<file path="src/hw/mv_pkg.sv">
`default_nettype none

package mv_pkg;

  // one vector component, half-pel units
  typedef logic signed [15:0] mv_t;

  // motion_code spans -16..16, so +16 needs the sixth bit
  typedef logic signed [5:0] mcode_t;

  typedef logic [31:0] window_t;  // oldest bit at msb
  typedef logic [15:0] peek_t;    // next stream bits
  typedef logic [4:0]  shamt_t;   // flush length 0..16

  // largest legal r_size, sizes the residual ports
  localparam int max_r_size = 8;

endpackage

`default_nettype wire

</file>
<file path="src/hw/bit_reader.sv">
`timescale 1ns/1ps
`default_nettype none

module bit_reader (
  input  wire                  clk,
  input  wire                  rst,
  input  wire                  byte_valid,
  output logic                 byte_ready,
  input  wire  [7:0]           byte_data,
  input  wire                  flush_valid,
  input  wire  mv_pkg::shamt_t flush_len,
  output mv_pkg::peek_t        peek,
  output logic [5:0]           avail
);

  mv_pkg::window_t win;
  mv_pkg::window_t win_nxt;
  mv_pkg::shamt_t  shift;
  logic [5:0]      cnt;
  logic [5:0]      cnt_left;
  logic [5:0]      cnt_nxt;
  logic            load;

  assign load     = byte_valid && byte_ready;
  assign shift    = flush_valid ? flush_len : '0;
  assign cnt_left = cnt - {1'b0, shift};

  // flush first, then the new byte lands just below what is left
  always_comb begin
    win_nxt = win << shift;
    cnt_nxt = cnt_left;
    if (load) begin
      win_nxt = win_nxt | ({byte_data, 24'h000000} >> cnt_left);
      cnt_nxt = cnt_left + 6'd8;
    end
  end

  always_ff @(posedge clk) begin
    if (rst) begin
      win        <= '0;  // bits below cnt must stay zero
      cnt        <= '0;
      byte_ready <= 1'b0;
    end else begin
      win        <= win_nxt;
      cnt        <= cnt_nxt;
      byte_ready <= (cnt_nxt <= 6'd24);  // room for a whole byte
    end
  end

  assign peek  = win[31:16];
  assign avail = cnt;

  // the parser must never consume bits it has not seen
  a_flush_in_range: assert property (
    @(posedge clk) disable iff (rst)
    flush_valid |-> ({1'b0, flush_len} <= avail)
  );

endmodule

`default_nettype wire

</file>
<file path="src/hw/motion_code_vlc.sv">
`timescale 1ns/1ps
`default_nettype none

module motion_code_vlc (
  input  wire  [10:0]          bits,
  output mv_pkg::mcode_t       code,
  output mv_pkg::shamt_t       code_len
);

  logic [4:0] mag;
  logic       neg;

  // table B-10, leading zeros pick the group, sign bit comes last
  always_comb begin
    casez (bits)
      11'b1??????????: begin mag = 5'd0;  code_len = 5'd1;  end
      11'b01?????????: begin mag = 5'd1;  code_len = 5'd3;  end
      11'b001????????: begin mag = 5'd2;  code_len = 5'd4;  end
      11'b0001???????: begin mag = 5'd3;  code_len = 5'd5;  end
      11'b000011?????: begin mag = 5'd4;  code_len = 5'd7;  end
      11'b0000101????: begin mag = 5'd5;  code_len = 5'd8;  end
      11'b0000100????: begin mag = 5'd6;  code_len = 5'd8;  end
      11'b0000011????: begin mag = 5'd7;  code_len = 5'd8;  end
      11'b000001011??: begin mag = 5'd8;  code_len = 5'd10; end
      11'b000001010??: begin mag = 5'd9;  code_len = 5'd10; end
      11'b000001001??: begin mag = 5'd10; code_len = 5'd10; end
      11'b0000010001?: begin mag = 5'd11; code_len = 5'd11; end
      11'b0000010000?: begin mag = 5'd12; code_len = 5'd11; end
      11'b0000001111?: begin mag = 5'd13; code_len = 5'd11; end
      11'b0000001110?: begin mag = 5'd14; code_len = 5'd11; end
      11'b0000001101?: begin mag = 5'd15; code_len = 5'd11; end
      11'b0000001100?: begin mag = 5'd16; code_len = 5'd11; end
      default: begin
        // illegal prefix, step over one bit
        mag      = 5'd0;
        code_len = 5'd1;
      end
    endcase
  end

  // sign sits in the last bit of the code word
  assign neg  = bits[4'd11 - code_len[3:0]];
  assign code = neg ? -mv_pkg::mcode_t'({1'b0, mag}) : mv_pkg::mcode_t'({1'b0, mag});

endmodule

`default_nettype wire

</file>
<file path="src/hw/mv_field_parser.sv">
`timescale 1ns/1ps
`default_nettype none

module mv_field_parser #(
  parameter int h_r_size = 1,
  parameter int v_r_size = 1
) (
  input  wire                              clk,
  input  wire                              rst,
  input  wire                              cmd_valid,
  output logic                             cmd_ready,
  input  wire  mv_pkg::mv_t                cmd_pred_h,
  input  wire  mv_pkg::mv_t                cmd_pred_v,
  input  wire                              cmd_mvscale,
  input  wire  mv_pkg::peek_t              peek,
  input  wire  [5:0]                       avail,
  output logic                             flush_valid,
  output mv_pkg::shamt_t                   flush_len,
  output logic [10:0]                      vlc_bits,
  input  wire  mv_pkg::mcode_t             vlc_code,
  input  wire  mv_pkg::shamt_t             vlc_len,
  output logic                             h_job_valid,
  input  wire                              h_job_ready,
  output mv_pkg::mv_t                      h_pred,
  output mv_pkg::mcode_t                   h_code,
  output logic [mv_pkg::max_r_size-1:0]    h_residual,
  output logic                             v_job_valid,
  input  wire                              v_job_ready,
  output mv_pkg::mv_t                      v_pred,
  output mv_pkg::mcode_t                   v_code,
  output logic [mv_pkg::max_r_size-1:0]    v_residual,
  output logic                             meta_valid,
  input  wire                              meta_ready,
  output logic                             field_sel,
  output logic                             mvscale
);

  typedef enum logic [2:0] {
    st_idle, st_field, st_h_code, st_h_res, st_v_code, st_v_res, st_issue
  } state_t;

  localparam mv_pkg::shamt_t h_len = mv_pkg::shamt_t'(h_r_size);
  localparam mv_pkg::shamt_t v_len = mv_pkg::shamt_t'(v_r_size);

  state_t      state;
  logic [15:0] h_bits;
  logic [15:0] v_bits;
  logic        need_res;
  logic        h_load;
  logic        v_load;
  logic        drained;

  assign cmd_ready = (state == st_idle);
  assign vlc_bits  = peek[15:5];
  assign h_bits    = peek >> (16 - h_r_size);  // residual right aligned
  assign v_bits    = peek >> (16 - v_r_size);

  // each step waits until its bits are in the window
  always_comb begin
    flush_valid = 1'b0;
    flush_len   = vlc_len;
    need_res    = 1'b0;
    case (state)
      st_field: begin
        flush_valid = (avail != 6'd0);
        flush_len   = 5'd1;
      end
      st_h_code: begin
        flush_valid = (avail >= 6'd11);
        need_res    = (h_r_size != 0) && (vlc_code != 0);
      end
      st_h_res: begin
        flush_valid = (avail >= h_r_size);
        flush_len   = h_len;
      end
      st_v_code: begin
        flush_valid = (avail >= 6'd11);
        need_res    = (v_r_size != 0) && (vlc_code != 0);
      end
      st_v_res: begin
        flush_valid = (avail >= v_r_size);
        flush_len   = v_len;
      end
      default: ;
    endcase
  end

  assign h_load  = flush_valid && (state == st_h_res || (state == st_h_code && !need_res));
  assign v_load  = flush_valid && (state == st_v_res || (state == st_v_code && !need_res));
  assign drained = (!h_job_valid || h_job_ready) && (!v_job_valid || v_job_ready) &&
                   (!meta_valid || meta_ready);

  always_ff @(posedge clk) begin
    if (rst) begin
      state       <= st_idle;
      h_job_valid <= 1'b0;
      v_job_valid <= 1'b0;
      meta_valid  <= 1'b0;
    end else begin
      if (h_job_ready) h_job_valid <= 1'b0;
      if (v_job_ready) v_job_valid <= 1'b0;
      if (meta_ready) meta_valid <= 1'b0;
      if (h_load) h_job_valid <= 1'b1;  // h decodes while v is parsed
      if (v_load) begin
        v_job_valid <= 1'b1;
        meta_valid  <= 1'b1;
      end
      case (state)
        st_idle:   if (cmd_valid) state <= st_field;
        st_field:  if (flush_valid) state <= st_h_code;
        st_h_code: if (flush_valid) state <= need_res ? st_h_res : st_v_code;
        st_h_res:  if (flush_valid) state <= st_v_code;
        st_v_code: if (flush_valid) state <= need_res ? st_v_res : st_issue;
        st_v_res:  if (flush_valid) state <= st_issue;
        st_issue:  if (drained) state <= st_idle;
        default:   state <= st_idle;
      endcase
    end
  end

  always_ff @(posedge clk) begin
    if (state == st_idle && cmd_valid) begin
      h_pred  <= cmd_pred_h;
      v_pred  <= cmd_mvscale ? (cmd_pred_v >>> 1) : cmd_pred_v;  // frame to field
      mvscale <= cmd_mvscale;
    end
    if (state == st_field && flush_valid) field_sel <= peek[15];
    if (state == st_h_code && flush_valid) begin
      h_code     <= vlc_code;
      h_residual <= '0;
    end
    if (state == st_h_res && flush_valid) h_residual <= h_bits[mv_pkg::max_r_size-1:0];
    if (state == st_v_code && flush_valid) begin
      v_code     <= vlc_code;
      v_residual <= '0;
    end
    if (state == st_v_res && flush_valid) v_residual <= v_bits[mv_pkg::max_r_size-1:0];
  end

  a_h_slot_free: assert property (@(posedge clk) disable iff (rst) h_load |-> !h_job_valid);
  a_v_slot_free: assert property (@(posedge clk) disable iff (rst) v_load |-> !v_job_valid);

endmodule

`default_nettype wire

</file>
<file path="src/hw/mv_component_decoder.sv">
`timescale 1ns/1ps
`default_nettype none

module mv_component_decoder #(
  parameter int r_size = 1
) (
  input  wire                              clk,
  input  wire                              rst,
  input  wire                              job_valid,
  output logic                             job_ready,
  input  wire  mv_pkg::mv_t                pred,
  input  wire  mv_pkg::mcode_t             code,
  input  wire  [mv_pkg::max_r_size-1:0]    residual,
  output logic                             out_valid,
  input  wire                              out_ready,
  output mv_pkg::mv_t                      mv
);

  localparam int w = r_size + 5;  // range is 32*f wide

  logic [15:0] mag;
  logic [15:0] delta_mag;
  mv_pkg::mv_t delta;
  mv_pkg::mv_t sum;
  mv_pkg::mv_t wrapped;

  always_comb begin
    mag       = 16'((code < 0) ? -code : code);
    delta_mag = ((mag - 16'd1) << r_size) + 16'(residual) + 16'd1;
    if (r_size == 0 || code == 0) begin
      delta = mv_pkg::mv_t'(code);
    end else begin
      delta = (code < 0) ? -mv_pkg::mv_t'(delta_mag) : mv_pkg::mv_t'(delta_mag);
    end
    sum     = pred + delta;
    // low w bits as signed is the modulo into -16f..16f-1
    wrapped = mv_pkg::mv_t'(signed'(sum[w-1:0]));
  end

  assign job_ready = !out_valid || out_ready;

  always_ff @(posedge clk) begin
    if (rst) begin
      out_valid <= 1'b0;
    end else if (job_valid && job_ready) begin
      out_valid <= 1'b1;
    end else if (out_ready) begin
      out_valid <= 1'b0;
    end
  end

  always_ff @(posedge clk) begin
    if (job_valid && job_ready) mv <= wrapped;
  end

endmodule

`default_nettype wire

</file>
<file path="src/hw/mv_assembler.sv">
`timescale 1ns/1ps
`default_nettype none

module mv_assembler (
  input  wire               clk,
  input  wire               rst,
  input  wire               h_valid,
  output logic              h_ready,
  input  wire  mv_pkg::mv_t h_mv,
  input  wire               v_valid,
  output logic              v_ready,
  input  wire  mv_pkg::mv_t v_mv,
  input  wire               meta_valid,
  output logic              meta_ready,
  input  wire               field_sel,
  input  wire               mvscale,
  output logic              res_valid,
  input  wire               res_ready,
  output mv_pkg::mv_t       res_mv_h,
  output mv_pkg::mv_t       res_mv_v,
  output logic              res_field_sel
);

  logic join_go;

  // all three parts together, and room in the output register
  assign join_go    = h_valid && v_valid && meta_valid && (!res_valid || res_ready);
  assign h_ready    = join_go;
  assign v_ready    = join_go;
  assign meta_ready = join_go;

  always_ff @(posedge clk) begin
    if (rst) begin
      res_valid <= 1'b0;
    end else if (join_go) begin
      res_valid <= 1'b1;
    end else if (res_ready) begin
      res_valid <= 1'b0;
    end
  end

  always_ff @(posedge clk) begin
    if (join_go) begin
      res_mv_h      <= h_mv;
      res_mv_v      <= mvscale ? mv_pkg::mv_t'(v_mv <<< 1) : v_mv;  // back to frame units
      res_field_sel <= field_sel;
    end
  end

  a_res_hold: assert property (
    @(posedge clk) disable iff (rst)
    res_valid && !res_ready |=> res_valid && $stable(res_mv_h) && $stable(res_mv_v) &&
                                $stable(res_field_sel)
  );

endmodule

`default_nettype wire

</file>
<file path="src/hw/mv_decode_top.sv">
`timescale 1ns/1ps
`default_nettype none

module mv_decode_top #(
  parameter int h_r_size = 2,
  parameter int v_r_size = 1
) (
  input  wire               clk,
  input  wire               rst,
  input  wire               byte_valid,
  output logic              byte_ready,
  input  wire  [7:0]        byte_data,
  input  wire               cmd_valid,
  output logic              cmd_ready,
  input  wire  mv_pkg::mv_t cmd_pred_h,
  input  wire  mv_pkg::mv_t cmd_pred_v,
  input  wire               cmd_mvscale,
  output logic              res_valid,
  input  wire               res_ready,
  output mv_pkg::mv_t       res_mv_h,
  output mv_pkg::mv_t       res_mv_v,
  output logic              res_field_sel
);

  mv_pkg::peek_t                   peek;
  logic [5:0]                      avail;
  logic                            flush_valid;
  mv_pkg::shamt_t                  flush_len;
  logic [10:0]                     vlc_bits;
  mv_pkg::mcode_t                  vlc_code;
  mv_pkg::shamt_t                  vlc_len;
  logic                            h_job_valid, h_job_ready;
  logic                            v_job_valid, v_job_ready;
  mv_pkg::mv_t                     h_pred, v_pred;
  mv_pkg::mcode_t                  h_code, v_code;
  logic [mv_pkg::max_r_size-1:0]   h_residual, v_residual;
  logic                            h_out_valid, h_out_ready;
  logic                            v_out_valid, v_out_ready;
  mv_pkg::mv_t                     h_mv, v_mv;
  logic                            meta_valid, meta_ready;
  logic                            field_sel, mvscale;

  bit_reader i_reader (
    .clk, .rst, .byte_valid, .byte_ready, .byte_data,
    .flush_valid, .flush_len, .peek, .avail
  );

  motion_code_vlc i_vlc (.bits(vlc_bits), .code(vlc_code), .code_len(vlc_len));

  mv_field_parser #(.h_r_size(h_r_size), .v_r_size(v_r_size)) i_parser (
    .clk, .rst, .cmd_valid, .cmd_ready, .cmd_pred_h, .cmd_pred_v, .cmd_mvscale,
    .peek, .avail, .flush_valid, .flush_len, .vlc_bits, .vlc_code, .vlc_len,
    .h_job_valid, .h_job_ready, .h_pred, .h_code, .h_residual,
    .v_job_valid, .v_job_ready, .v_pred, .v_code, .v_residual,
    .meta_valid, .meta_ready, .field_sel, .mvscale
  );

  mv_component_decoder #(.r_size(h_r_size)) i_h_dec (
    .clk, .rst, .job_valid(h_job_valid), .job_ready(h_job_ready), .pred(h_pred),
    .code(h_code), .residual(h_residual), .out_valid(h_out_valid),
    .out_ready(h_out_ready), .mv(h_mv)
  );

  mv_component_decoder #(.r_size(v_r_size)) i_v_dec (
    .clk, .rst, .job_valid(v_job_valid), .job_ready(v_job_ready), .pred(v_pred),
    .code(v_code), .residual(v_residual), .out_valid(v_out_valid),
    .out_ready(v_out_ready), .mv(v_mv)
  );

  mv_assembler i_asm (
    .clk, .rst,
    .h_valid(h_out_valid), .h_ready(h_out_ready), .h_mv,
    .v_valid(v_out_valid), .v_ready(v_out_ready), .v_mv,
    .meta_valid, .meta_ready, .field_sel, .mvscale,
    .res_valid, .res_ready, .res_mv_h, .res_mv_v, .res_field_sel
  );

endmodule

`default_nettype wire

</file>
<file path="config.mk">
export PLATFORM = sky130hd
export DESIGN_NAME = mv_decode_top
export DESIGN_NICKNAME = d
export VERILOG_FILES = /design/src/hw/mv_pkg.sv /design/src/hw/bit_reader.sv /design/src/hw/motion_code_vlc.sv /design/src/hw/mv_field_parser.sv /design/src/hw/mv_component_decoder.sv /design/src/hw/mv_assembler.sv /design/src/hw/mv_decode_top.sv
export SDC_FILE = /design/constraint.sdc
export NUM_CORES = 1
export LEC_CHECK = 0
export BUFFER_PORTS_ARGS = -buffer_cell sky130_fd_sc_hd__buf_2
export CAP_MARGIN = 20
export CORE_MARGIN = 2
export CORE_UTILIZATION = 50
export CTS_CLUSTER_SIZE = 40
export DETAILED_ROUTE_END_ITERATION = 10
export PLACE_DENSITY_LB_ADDON = 0.12
export SLEW_MARGIN = 20
export SYNTH_ARGS = -nofsm -noshare
export SYNTH_HDL_FRONTEND = slang
export SYNTH_SLANG_ARGS = --single-unit
</file>
<file path="constraint.sdc">
create_clock -name clk -period 8.2 [get_ports clk]
set_input_delay 1.64 -clock clk [delete_from_list [all_inputs] [get_ports clk]]
set_output_delay 1.64 -clock clk [all_outputs]
set_load 0.05 [all_outputs]
</file>
# Word level (Yosys, flattened, before mapping)
# Index checks and enable logic that the tools add are counted.
# Widths: inputs -> output; s select.
# totals
ram_bits,0
regBits,106
word_cells,174
mem_count,0
latch_bits,0
rom_bits,0
# op_classes
eq_ne,29
mul,0
n_div,0
mux,43
addsub,16
n_lt_le_gt_ge,7
n_bitwise,1
n_reduce_logical,52
shifts,2
# ops
op,count
$pmux 5 s16,1
$logic_not 32->1,2
$eq 10x4->1 const B,4
$mux 6,6
$mux 32,1
$or 32x32->32,1
$reduce_bool 32->1,1
$shl 32x5->32,1
$shr 32x6->32,1
$pmux 4 s7,1
$eq 9x4->1 const B,3
$mux 3,8
$pmux 3 s7,1
$eq 10x5->1 const B,2
$logic_and 1x1->1,18
$reduce_bool 2->1,8
$mux 5,3
$eq 7x3->1 const B,2
$mux 1,14
$mux 7,2
$lt 6x1->1 const B,2
$ne 2x1->1 const B,6
$neg 5->5,2
$sub 5x1->5 const B,2
other kinds (37),58

# Logic depth before layout (Yosys ltp)
# depth
word_depth,14
ltp_mapped,21
depth_no_buf,18

# Modules after synthesis
# A second synthesis with hierarchy kept.
# hier_totals
hier_cells,1086
hier_area_um2,10802.9
# modules_own_cells
mod,n_inst,area_each_um2,cells_each,seq_area_each_um2
bit_reader,1,4371.7,530,780.7
mv_field_parser,1,2452.4,181,1591.5
mv_assembler,1,1291.2,58,1011.0
mv_component_decoder at i_h_dec,1,1073.5,117,230.2
mv_component_decoder at i_v_dec,1,975.9,110,200.2
motion_code_vlc,1,638.1,90,0.0

# Least setup slack after synthesis
# Ideal clock, no wire load.
# synth_path
path_type,register -> register
startpoint,register i_reader.cnt[1] (netlist: i_reader.avail[1])
endpoint,register i_reader.win[27]
arrival_ps,3759
stages_incl_launch_ff,20
required_ps,8109
path_slack_ps,4350
setup_time_ps,91
cell_sequence,dfxtp_1 > a21o_1 > a211o_1 > o211a_4 > nand2_4 > inv_2 > buf_6 > buf_2 > ha_1 > fa_1 > nor2b_1 > o21ai_0 > nand2b_1 > xor2_1 > inv_2 > nor3_1 > nand2_1 > nand2_1 > a211oi_1 > a311oi_1
# synth_via
elab_chain_cells,7
word_cells_on_any_way,11
# synth_rtl
item,line_no,rtl
start: declaration,bit_reader.sv:19,logic [5:0] cnt;
start signal: assignment,bit_reader.sv:45,cnt <= cnt_nxt;
$ge 6x1->1 (tied with other cells),mv_field_parser.sv:81,flush_valid = (avail >= v_r_size);
$pmux 1 s4,mv_field_parser.sv:63,case (state)
$mux 5,bit_reader.sv:25,assign shift = flush_valid ? flush_len : '0;
$sub 6x5->6,bit_reader.sv:26,"assign cnt_left = cnt - {1'b0, shift};"
$shr 32x6->32,bit_reader.sv:33,"win_nxt = win_nxt | ({byte_data, 24'h000000} >> cnt_left);"
$or 32x32->32,bit_reader.sv:33,
$mux 32 (*),bit_reader.sv:32,if (load) begin
end signal: assignment,bit_reader.sv:44,win <= win_nxt;
end: declaration,bit_reader.sv:16,mv_pkg::window_t win;
# Mark *: on every way between the ends. The rest lies on a longest branch, timed or not.
# A chain may end at the register's enable or synchronous reset.

# Worst setup path in the final report
# layout_path
startpoint,register i_parser.state[1]
endpoint,register i_reader.win[27]
# layout_via
elab_chain_cells,8
word_cells_on_any_way,15
# layout_rtl
item,line_no,rtl
start: declaration,mv_field_parser.sv:45,state_t state;
start signal: assignment,mv_field_parser.sv:95,state <= st_idle;
start signal: assignment,mv_field_parser.sv:109,st_idle: if (cmd_valid) state <= st_field;
start signal: assignment,mv_field_parser.sv:110,st_field: if (flush_valid) state <= st_h_code;
$eq 3x3->1 (tied with other cells),mv_field_parser.sv:63,
$reduce_or 2->1 (no line),n/a,
$pmux 1 s4 / $pmux 4 s2 (equally long branches),mv_field_parser.sv:63,
$mux 5 (*),bit_reader.sv:25,
$sub 6x5->6,bit_reader.sv:26,
$shr 32x6->32,bit_reader.sv:33,
$or 32x32->32,bit_reader.sv:33,
$mux 32 (*),bit_reader.sv:32,
# Marked as above.

==> reports/results.ini <==
[cts]
clkTransAtPathRegs_ps = 80
cts_root_buf = clkbuf_16
clkLatencyLatePin_ps = 360
clock_path_buffers = 2
hold_buffers = 0
cts_tree = done
clock-sinks = 106
cts-htree-levels = 3
cts_setup_buffers = 0
cts_buffers = 9
cts_resized = 0

[floorplan]
io_pins = 82
die_area_mm2 = 0.0166
die_w_um = 129
design.core.area_mm2 = 0.0153
fp-row-count = 45
die-height_um = 129
initial_core_util_pct = 51.2

[sta]
max_slew.worst_pin.slew_ps = 941
fin_ws_ps = 2310
rsz0062_at_grt = false
post-route-period-util_pct = 71.8
fin_setup_tns_ps = 0
relSlewSlack_pct = 37.2
finalHoldViolCount = 0
fin_crit_ps = 5890
setup_viol = 0
finClkSkew_ps = 9.42
slew_violations = 0
fmax_ghz = 0.170

[placed_design]
portBuffers = 63
dpl.cell_count = 1120
dpl_cell_area_mm2 = 0.00806
pre_cts_slack_ps = 2450
gp_congestion = 0.970
hpwl_um = 15100

[logic_synthesis]
synth_edf_count = 58
yosysMostFrequentCell = nand2_1
ys_types = 93
synth_area_leaders = edfxtp_1 (22%), dfxtp_1 (12%), a21oi_1 (5.6%)
synth_top_area_share_pct = 22.3
synth_cells = 905
yosys_warnings = 0
synth.top_cells.by_count = nand2_1 (96), a21oi_1 (87), nor2_1 (85), edfxtp_1 (58), dfxtp_1 (48)
synth_seq_cells = 106
ys_async_sr_fraction_pct = 0
synth.avg_cell_area_um2 = 8.63
synth_fp_nets = 978
synth_ff_type = edfxtp_1
yosysSeqAreaShare_pct = 34.6
syn_area_mm2 = 0.00781
synth_top_area_cell = edfxtp_1

[cells_and_area]
ff_latch_area_mm2 = 0.00270
final_area_mm2 = 0.00839
multiInputGateArea_mm2 = 0.00455
antenna-diode-count = 0
n_fill_cell = 1372
drive_above_1_share_pct = 15.5
finalNetCount = 993
syn2layout_area_growth_pct = 7.45
final_cells = 1136

[setup_path]
slowest_stage = dfxtp_1
cp_slowest_stage_delay_ps = 790
required_ps = 8470
arrival_ps = 6160
path_cells = clkinv_1 -> xnor2_1 -> a31oi_4 -> nand2_4 -> inv_2 -> ha_1 -> fa_1 -> nor2b_1 -> o21ai_0 -> nand2b_1 -> xor2_1 -> inv_2 -> nor3_1 -> nand2_1 -> nand2_1 -> a211oi_1 -> a311oi_1
end_kind = flip-flop
path_class = flip-flop to flip-flop
path_max_fanout = 38
crit_path_start_kind = flip-flop

[detailed_routing]
drt-total-wl_um = 20500
wl_met1_um = 8270
highest_layer = met4
wire_per_inst_um = 18.0
drcViolationCount = 0
drt_pass1_iterations = 6
ant_nets = 0
via_per_inst = 6.03
vias = 6848
wl_met2_um = 10200
dr_wl_met3_um = 1060
drt-initial-drc-count = 533

[grt]
grt_pass1_wl_um = 32800
track_usage_pct = 25.0
antenna_found_initial = 0
grt_start_max_net_pins = 51
grt_pass1_vias = 6629
grt_overflow = 0

[pwr]
power_per_cell_area_mw_per_mm2 = 366
leakage_uw = 0.00321
ir_worst_vdd_mv = 0.185

[worst_hold_path]
min_path_type = flip-flop to flip-flop

[status]
outcome = finished, final reports clean

[job]
maxCapViolations = 0

## sequential cells by signal, indices dropped and copies added (netlist names), 2 cells and up
name                 flops
i_v_dec.mv               6
i_reader.avail           6
i_asm.res_mv_v           7
i_parser.h_pred          7
i_reader.win            32
i_parser.h_code          6
i_parser.h_residual      2
i_parser.v_pred          6
i_parser.v_code          6
i_parser.state           3
i_asm.res_mv_h           7
i_h_dec.mv               7
## power by group
part	leakage [uW]	internal [uW]	switching (uW)
sequential	0.000921	676	131
combinational	0.00213	613	1170
clock	0.000160	274	213
total	0.00321	1560	1510
## path summary, 6_finish.rpt
| check | slack [ps] | to | startpoint | cells after the start |
|---|---|---|---|---|
| max | 2310 | i_reader.win[27] | i_parser.state[1] | 17 |
| min | 420 | i_asm.res_mv_h[5] | i_h_dec.mv[5] | 0 |
| max reg2reg | 2310 | i_reader.win[27] | i_parser.state[1] | 17 |
| min reg2reg | 420 | i_asm.res_mv_h[5] | i_h_dec.mv[5] | 0 |
## layout make-up
cell class              count  area share (%)
well taps                 211            3.15
repair buffers             71            4.47
clock buffers               9            2.68
flip-flops and latches    106            32.2
inverters                  43            1.92
multi-input cells         689            54.3
clock inverters             7            1.28
## metal layers
metal,vias up,track usage [%]
li1,3330,-
met1,3230,28.7
met2,233,44.9
met3,55,4.66
met4,0,11.9
met5,-,0
## cell usage in the layout (no fill, tap or decap), drive strengths merged, types with 6 or more instances in the layout
master  Yosys  layout
a21oi      87      87
a22oi      23      23
nor2b      12      12
a211oi      7       7
nand3      24      24
clkbuf     26       9
o21bai      6       6
nor4        7       7
buf        41      71
ha         24      24
o21ai      39      39
mux2       23      23
o31ai       9       9
inv        41      44
nand2b     13      13
and2        6       6
a221oi      6       6
o211ai      7       7
dfxtp      48      48
nor2       86      86
xnor2      28      28
and3        7       7
a31oi      17      17
edfxtp     58      58
nor3       24      24
o22ai      10      10
mux2i      23      23
nand2      98      98
xor2       16      16
a21o        8       8
## critical path, delay by kind of cell, from the launching register on
kind | cells | cell delay, ps
xor+xnor | 2 | 680
simple gates | 6 | 1490
compound gates | 4 | 940
fa+ha+maj | 2 | 570
flops | 1 | 790
buf+inv | 3 | 1300
## stage by stage
step / hold slack (ps) / utilization (%) / power [uW]
floorplan: 400 / - / 2120
global placement: 403 / 52.8 / 2520
detailed placement: 407 / 52.8 / 2570
CTS: 421 / 55.0 / 3060
global route: 427 / 55.0 / 3280
finish: 423 / 55.0 / 3070
## logic make-up (layout without fill, tap and decap cells)
logic type	after synthesis	after routing	synth area share (%)
simple gates	302	302	18.5
xor+xnor	44	44	5.13
flops	106	106	34.6
mux	47	47	6.60
compound gates	268	268	23.4
buf+inv	110	130	7.07
fa+ha+maj	28	28	4.74
(Power assumes the default switching activity.)
